**src/source/norm_corr_pkg.sv**
```systemverilog
package norm_corr_pkg;

   localparam int SAMPLE_W = 16;
   localparam int NORM_W   = 8;
   localparam int QUO_BITS = NORM_W - 1; // sign is applied after the divide.
   localparam int NUM_LAGS = 4;
   localparam int CNT_W    = 3;

   // raw input part.
   typedef logic signed [SAMPLE_W-1:0] sample_t;

   // magnitude or |re| + |im| + 1, needs one extra bit.
   typedef logic [SAMPLE_W:0] mag_t;

   typedef logic signed [NORM_W-1:0] norm_t;

   // 2 * 127 * 127 fits in 16 signed bits.
   typedef logic signed [2*NORM_W-1:0] corr_t;

   typedef enum logic [2:0]
   {
      IDLE,
      NORM,
      DIVIDE,
      SHIFT,
      CORR,
      HOLD
   } fsm_state_t;

endpackage

```
**src/source/norm_ctrl_if.sv**
```systemverilog
`timescale 1ns/1ps

interface norm_ctrl_if;

   logic load_en;  // capture sample, divisor and signs.
   logic div_step; // one quotient bit.
   logic shift_en; // advance the lag line.
   logic corr_en;  // register the lag results.

   modport ctrl
   (
      output load_en,
      output div_step,
      output shift_en,
      output corr_en
   );

   modport dp
   (
      input load_en,
      input div_step,
      input shift_en,
      input corr_en
   );

endinterface

```
**src/source/norm_fsm.sv**
```systemverilog
`timescale 1ns/1ps

module norm_fsm import norm_corr_pkg::*;
(
   input  logic        clk,
   input  logic        rst,
   input  logic        in_valid,
   output logic        in_ready,
   output logic        out_valid,
   input  logic        out_ready,
   input  logic        last,
   output logic        start_cnt,
   norm_ctrl_if.ctrl   ctrl
);

   fsm_state_t state;
   fsm_state_t next_state;

   always_ff @(posedge clk)
   begin
      if (!rst)
         state <= IDLE;
      else
         state <= next_state;
   end

   always_comb
   begin
      next_state = state;
      case (state)
         IDLE:
         begin
            if (in_valid)
               next_state = NORM;
         end
         NORM:    next_state = DIVIDE;
         DIVIDE:
         begin
            if (last)
               next_state = SHIFT; // quotients settle during SHIFT.
         end
         SHIFT:   next_state = CORR;
         CORR:    next_state = HOLD;
         HOLD:
         begin
            if (out_ready)
               next_state = IDLE;
         end
         default: next_state = IDLE;
      endcase
   end

   assign in_ready  = (state == IDLE);
   assign out_valid = (state == HOLD);

   // one sample in flight, so accept only from IDLE.
   assign start_cnt     = in_ready && in_valid;
   assign ctrl.load_en  = in_ready && in_valid;
   assign ctrl.div_step = (state == DIVIDE);
   assign ctrl.shift_en = (state == SHIFT);
   assign ctrl.corr_en  = (state == CORR);

   a_ready_after_output: assert property (@(posedge clk) disable iff (!rst)
      $rose(in_ready) |-> $past(out_valid && out_ready));

   a_valid_after_corr: assert property (@(posedge clk) disable iff (!rst)
      $rose(out_valid) |-> $past(ctrl.corr_en));

endmodule

```
**src/source/iter_counter.sv**
```systemverilog
`timescale 1ns/1ps

module iter_counter import norm_corr_pkg::*;
(
   input  logic clk,
   input  logic rst,
   input  logic start_cnt,
   input  logic step,
   output logic last
);

   logic [CNT_W-1:0] cnt;

   always_ff @(posedge clk)
   begin
      if (!rst)
         cnt <= '0;
      else if (start_cnt)
         cnt <= CNT_W'(QUO_BITS);
      else if (step)
         cnt <= cnt - 1'b1;
   end

   assign last = (cnt == CNT_W'(1)); // final divide step.

   a_no_step_at_zero: assert property (@(posedge clk) disable iff (!rst)
      step |-> (cnt != '0));

endmodule

```
**src/source/frac_divider.sv**
```systemverilog
`timescale 1ns/1ps

module frac_divider import norm_corr_pkg::*;
(
   input  logic                clk,
   input  logic                rst,
   input  logic                load,
   input  logic                step,
   input  mag_t                dividend,
   input  mag_t                divisor,
   output logic [QUO_BITS-1:0] quotient
);

   mag_t              rem;
   logic [SAMPLE_W+1:0] rem_dbl;
   logic [SAMPLE_W+1:0] diff;
   logic              take;

   // restoring step on the doubled remainder.
   assign rem_dbl = {rem, 1'b0};
   assign diff    = rem_dbl - {1'b0, divisor};
   assign take    = (rem_dbl >= {1'b0, divisor});

   always_ff @(posedge clk)
   begin
      if (load)
      begin
         rem <= dividend; // dividend < divisor, so the result is a fraction.
      end
      else if (step)
      begin
         if (take)
            rem <= diff[SAMPLE_W:0];
         else
            rem <= rem_dbl[SAMPLE_W:0];
         quotient <= {quotient[QUO_BITS-2:0], take}; // msb first.
      end
   end

   a_rem_below_divisor: assert property (@(posedge clk) disable iff (!rst)
      (load || step) |=> (rem < divisor));

endmodule

```
**src/source/sample_normalizer.sv**
```systemverilog
`timescale 1ns/1ps

module sample_normalizer import norm_corr_pkg::*;
(
   input  logic      clk,
   input  logic      rst,
   norm_ctrl_if.dp   ctrl,
   input  sample_t   re_in,
   input  sample_t   im_in,
   output norm_t     re_out,
   output norm_t     im_out
);

   function automatic mag_t magnitude(input sample_t part);
      logic signed [SAMPLE_W:0] ext;
      ext = part;
      magnitude = (ext < 0) ? mag_t'(-ext) : mag_t'(ext);
   endfunction

   mag_t                re_mag;
   mag_t                im_mag;
   mag_t                divisor;
   logic                re_neg;
   logic                im_neg;
   logic [QUO_BITS-1:0] re_quo;
   logic [QUO_BITS-1:0] im_quo;

   assign re_mag = magnitude(re_in);
   assign im_mag = magnitude(im_in);

   always_ff @(posedge clk)
   begin
      if (ctrl.load_en)
      begin
         divisor <= re_mag + im_mag + 1'b1; // never zero.
         re_neg  <= re_in[SAMPLE_W-1];
         im_neg  <= im_in[SAMPLE_W-1];
      end
   end

   // magnitudes go straight into the divider remainders.
   frac_divider u_div_re (.clk(clk), .rst(rst), .load(ctrl.load_en), .step(ctrl.div_step),
                          .dividend(re_mag), .divisor(divisor), .quotient(re_quo));
   frac_divider u_div_im (.clk(clk), .rst(rst), .load(ctrl.load_en), .step(ctrl.div_step),
                          .dividend(im_mag), .divisor(divisor), .quotient(im_quo));

   assign re_out = re_neg ? -norm_t'({1'b0, re_quo}) : norm_t'({1'b0, re_quo});
   assign im_out = im_neg ? -norm_t'({1'b0, im_quo}) : norm_t'({1'b0, im_quo});

endmodule

```
**src/source/lag_correlator.sv**
```systemverilog
`timescale 1ns/1ps

module lag_correlator import norm_corr_pkg::*;
(
   input  logic                     clk,
   input  logic                     rst,
   norm_ctrl_if.dp                  ctrl,
   input  norm_t                    l_re,
   input  norm_t                    l_im,
   input  norm_t                    r_re,
   input  norm_t                    r_im,
   output corr_t [NUM_LAGS-1:0]     corr_out
);

   norm_t line_re [NUM_LAGS];
   norm_t line_im [NUM_LAGS];
   norm_t r_re_q;
   norm_t r_im_q;

   // entry 0 holds the newest left sample.
   always_ff @(posedge clk)
   begin
      if (!rst)
      begin
         for (int k = 0; k < NUM_LAGS; k++)
         begin
            line_re[k] <= '0;
            line_im[k] <= '0;
         end
         r_re_q <= '0;
         r_im_q <= '0;
      end
      else if (ctrl.shift_en)
      begin
         line_re[0] <= l_re;
         line_im[0] <= l_im;
         for (int k = 1; k < NUM_LAGS; k++)
         begin
            line_re[k] <= line_re[k-1];
            line_im[k] <= line_im[k-1];
         end
         r_re_q <= r_re;
         r_im_q <= r_im;
      end
   end

   always_ff @(posedge clk)
   begin
      if (!rst)
         corr_out <= '0;
      else if (ctrl.corr_en)
      begin
         for (int k = 0; k < NUM_LAGS; k++)
            corr_out[k] <= corr_t'(line_re[k]) * corr_t'(r_re_q)
                         + corr_t'(line_im[k]) * corr_t'(r_im_q);
      end
   end

endmodule

```
**src/source/norm_corr_top.sv**
```systemverilog
`timescale 1ns/1ps

module norm_corr_top import norm_corr_pkg::*;
(
   input  logic                  clk,
   input  logic                  rst,
   input  logic                  in_valid,
   output logic                  in_ready,
   input  sample_t               l_re,
   input  sample_t               l_im,
   input  sample_t               r_re,
   input  sample_t               r_im,
   output logic                  out_valid,
   input  logic                  out_ready,
   output corr_t [NUM_LAGS-1:0]  corr_out
);

   logic  last;
   logic  start_cnt;
   norm_t l_re_n;
   norm_t l_im_n;
   norm_t r_re_n;
   norm_t r_im_n;

   norm_ctrl_if ctrl_bus ();

   norm_fsm u_fsm (
      .clk       (clk),
      .rst       (rst),
      .in_valid  (in_valid),
      .in_ready  (in_ready),
      .out_valid (out_valid),
      .out_ready (out_ready),
      .last      (last),
      .start_cnt (start_cnt),
      .ctrl      (ctrl_bus.ctrl)
   );

   iter_counter u_cnt (.clk(clk), .rst(rst), .start_cnt(start_cnt),
                       .step(ctrl_bus.div_step), .last(last));

   // all four dividers run in lockstep off the same strobes.
   sample_normalizer u_norm_l (.clk(clk), .rst(rst), .ctrl(ctrl_bus.dp), .re_in(l_re),
                               .im_in(l_im), .re_out(l_re_n), .im_out(l_im_n));
   sample_normalizer u_norm_r (.clk(clk), .rst(rst), .ctrl(ctrl_bus.dp), .re_in(r_re),
                               .im_in(r_im), .re_out(r_re_n), .im_out(r_im_n));

   lag_correlator u_corr (
      .clk      (clk),
      .rst      (rst),
      .ctrl     (ctrl_bus.dp),
      .l_re     (l_re_n),
      .l_im     (l_im_n),
      .r_re     (r_re_n),
      .r_im     (r_im_n),
      .corr_out (corr_out)
   );

endmodule

```
**config.mk**
```make
export PLATFORM = sky130hd
export DESIGN_NAME = norm_corr_top
export DESIGN_NICKNAME = d
export VERILOG_FILES = /design/src/source/norm_corr_pkg.sv /design/src/source/norm_ctrl_if.sv /design/src/source/norm_fsm.sv /design/src/source/iter_counter.sv /design/src/source/frac_divider.sv /design/src/source/sample_normalizer.sv /design/src/source/lag_correlator.sv /design/src/source/norm_corr_top.sv
export SDC_FILE = /design/constraint.sdc
export NUM_CORES = 2
export LEC_CHECK = 0
export BUFFER_PORTS_ARGS = -buffer_cell sky130_fd_sc_hd__buf_2
export CELL_PAD_IN_SITES_DETAIL_PLACEMENT = 1
export CELL_PAD_IN_SITES_GLOBAL_PLACEMENT = 1
export CORE_ASPECT_RATIO = 0.7
export CORE_MARGIN = 2
export CORE_UTILIZATION = 51
export DETAILED_ROUTE_END_ITERATION = 12
export GPL_ROUTABILITY_DRIVEN = 0
export GPL_TIMING_DRIVEN = 0
export PLACE_DENSITY = 0.88
export SLEW_MARGIN = 40
export SYNTH_ARGS = -nofsm -noshare
export SYNTH_HDL_FRONTEND = slang
export SYNTH_SLANG_ARGS = --single-unit
```
**constraint.sdc**
```tcl
create_clock -name clk -period 6.5 [get_ports clk]
set_input_delay 1.625 -clock clk [delete_from_list [all_inputs] [get_ports clk]]
set_output_delay 1.625 -clock clk [all_outputs]
set_load 0.01 [all_outputs]
```
==> flow_summary.json <==
{
  "status": "finished, violations left",
  "failed_checks": "negative setup slack",
  "synth_seq_cells": 284,
  "grt_use_total_pct": 38.6,
  "grt_util_met1_pct": 49.5,
  "worst_pin_slew_ns": 0.977,
  "area_growth_pct": 10.3,
  "regMostFlops": "u_corr.corr_out",
  "core-area_um2": 73200,
  "r2r_start": "u_corr.r_im_q[4]",
  "worst_setup_path_end_kind": "flip-flop",
  "arrival_ns": 7.06,
  "layout-drive-gt1-share_pct": 9.09,
  "via_per_inst": 6.19,
  "num_vias": 32400,
  "final_common_cell": "inv_1",
  "rsz0062_at_grt": "yes",
  "synth_compound_area_share_pct": 8.70,
  "worstPathRequired_ns": 7.00,
  "core.rowCount": 83,
  "p_total_mw": 12.3,
  "die_area_um2": 76100,
  "die_y_um": 231,
  "multi_input_area_um2": 26800,
  "synth_area_leaders": "fa_1, edfxtp_1, ha_1",
  "synth-main-ff-cell": "edfxtp_1",
  "synth_top_family_by_area": "adder cells",
  "r2r_slack_ns": -0.06,
  "synth_enable_flop_cells": 198,
  "grt_max_degree": 46,
  "hp-class": "flip-flop to flip-flop",
  "power_leakage_nw": 19.8,
  "clock_path_buffers": 3,
  "largest_register_ff_count": 64,
  "netlist_area_um2": 37700,
  "maxSlewHeadroom_pct": 34.9,
  "drt-total-wl_um": 148000,
  "synthCells": 4009,
  "cts.sinks": 284,
  "setup_violations": 1,
  "antenna_found_initial": 21,
  "fin_skew_ns": 0.0510,
  "dr.pass1.iters": 8,
  "yosys.area_share.adder_pct": 39.7,
  "io_buffers": 133,
  "crit_fanout": 10,
  "ant_nets": 0,
  "fmax_mhz": 152,
  "die_x_um": 329,
  "cts_buffers": 37,
  "hold_violations": 0,
  "seqCellArea_um2": 7700,
  "synthMuxAreaShare_pct": 0.724,
  "wl_per_cell_um": 28.3,
  "route.detailed.drc": 0,
  "rr_worst_depth": 21,
  "fin_crit_ns": 6.56,
  "r2r-end": "u_corr.corr_out[31]",
  "root_buffer": "clkbuf_16",
  "slowest_delay_ns": 0.54,
  "synthXorXnorAreaFrac_pct": 5.81,
  "path_class": "flip-flop to flip-flop",
  "synthArstFlopShare_pct": 0,
  "synthSimpleGateAreaFrac_pct": 15.9,
  "worst_slack_ns": -0.0614,
  "grt_pass1_vias": 35300,
  "start_util_pct": 51.4,
  "finalSetupTns_ns": -0.0614,
  "finalNetCount": 5155,
  "grtUsageMet3_pct": 11.0,
  "maxCapViolCount": 0,
  "startpoint": "u_corr.r_im_q[4]",
  "grt_pass1_wl_um": 217000,
  "peakVddDrop_v": 0.000223,
  "powerDensity_nw_per_um2": 297,
  "yosysTopAreaCell": "fa_1",
  "ys_warn_count": 0,
  "ys_seq_area_share_pct": 20.4,
  "io_pins": 134,
  "startpoint_type": "flip-flop",
  "syn_nets": 4945,
  "crit_slowest_cell": "dfxtp_2",
  "synthDistinctLibCells": 78,
  "avgSynthCellArea_um2": 9.39,
  "final_cell_mix": "inv_1, fa_1, nand2_1",
  "fin_crit_sh_pct": 101,
  "crit_top_cell": "fa_1",
  "nFillCells": 8291,
  "reg_top3": "u_corr.corr_out (64), u_corr.line_im (32), u_corr.line_re (32)",
  "drtIter0Drc": 3888,
  "cts_tree": "built",
  "clk_pin_slew_worst_paths_ns": 0.07,
  "cp_cell_sequence": "clkbuf_2, nand2_1, fa_1, fa_1, inv_1, ha_1, fa_1, inv_1, fa_1, fa_1, inv_1, ha_1, o21ai_0, o21bai_1, a21oi_4, o21a_1, o21ai_0, o41ai_2, o21ai_1, xnor2_2, a21oi_1",
  "synth_top_area_share_pct": 29.0,
  "crit_end": "u_corr.corr_out[31]",
  "clk_latency_ns": 0.65,
  "met2_usage_pct": 59.5,
  "dp_hpwl_um": 110000,
  "grt.overflow.total": 0,
  "grt_busiest_layer": "met2",
  "slew_viol_final": 0,
  "htree_levels": 2
}
## report_power, final
group / internal [mW] / leakage [nW] / switching [mW]
clock: 1.16 / 0.578 / 1.01
combinational: 2.62 / 16.6 / 4.53
sequential: 2.60 / 2.64 / 0.434
## synthesized netlist by cell type, types with 32 or more instances
library cell / n
dfxtp_1: 86
nor3_1: 41
nand3_1: 49
edfxtp_1: 198
nand2_1: 414
and2_1: 364
nand2b_1: 41
a31oi_1: 32
inv_1: 757
ha_1: 322
nor2_1: 205
o21ai_0: 121
fa_1: 546
a21oi_1: 113
a21boi_0: 34
clkbuf_1: 97
xor2_1: 66
a21o_1: 38
xnor2_1: 184
## repair_timing
action / in CTS / in global routing
setup buffers: 7 / 30
cloned: 0 / 0
pin swaps: 6 / 14
endpoints found under the setup margin: 28 / 12
gates resized for setup: 91 / 61
hold buffers: 0 / 0
## worst min-delay path by stage
stage                                        startpoint  slack [ns]                             to  cells past startpoint
after floorplan           u_norm_l.u_div_re.quotient[0]        0.43  u_norm_l.u_div_re.quotient[1]                      0
after global placement              u_corr.corr_out[57]        0.45            u_corr.corr_out[57]                      2
after detailed placement  u_norm_l.u_div_re.quotient[0]        0.46  u_norm_l.u_div_re.quotient[1]                      0
after CTS                            u_corr.corr_out[0]        0.47             u_corr.corr_out[0]                      2
after global routing                u_corr.corr_out[18]        0.48            u_corr.corr_out[18]                      2
final                                u_corr.corr_out[0]        0.46             u_corr.corr_out[0]                      2
## layer usage
metal / up-vias / part of all wire, %
met4: 12 / 6.3
met3: 692 / 12
li1: 13100 / -
met1: 16200 / 37
met2: 2348 / 44
met5: - / 0.046
## cells by family (layout without fill, tap and decap cells)
group / after synthesis / after routing
flip-flops: 284 / 284
adder cells (fa/ha/maj): 868 / 868
multiplexers: 27 / 27
AND/OR/NAND/NOR: 1209 / 1209
XOR/XNOR: 250 / 250
buffers and inverters: 876 / 1115
other: 0 / 10
AO/OA/AOI/OAI: 495 / 495
## final cells by class
type	instances	share of cell area (%)
Antenna cell	10	0.0602
Tap cell	977	2.94
Sequential cell	284	18.5
Buffer	107	1.54
Timing Repair Buffer	179	2.55
Inverter	761	6.91
Clock inverter	25	0.515
Multi-Input combinational cell	2849	64.6
Clock buffer	43	2.33
## worst max-delay path, delay by kind of cell, from the launching register on
| kind | cells | cell delay [ns] |
|---|---|---|
| AOI/OAI and AO/OA | 8 | 1.72 |
| xor gates and xnor gates | 1 | 0.45 |
| adders and majority gates | 7 | 2.99 |
| buffers and inverters | 4 | 0.59 |
| DFF | 1 | 0.54 |
| and+or+nand+nor | 1 | 0.13 |
## stage by stage
| step | instance area, um2 | setup WS, ns | hold WS (ns) | cells | util, % |
|---|---|---|---|---|---|
| final | 41500 | -0.0614 | 0.465 | 5235 | 56.7 |
| after global routing | 41500 | -0.195 | 0.481 | 5227 | 56.7 |
| after CTS | 41200 | 0.00914 | 0.469 | 5199 | 56.2 |
| after detailed placement | 39700 | -1.43 | 0.457 | 5128 | 54.2 |
| after global placement | 39600 | -1.38 | 0.452 | 5119 | 54.0 |
| after floorplan | 37700 | 0.655 | 0.426 | 4009 | - |
Power figures use the tool's default switching activity.
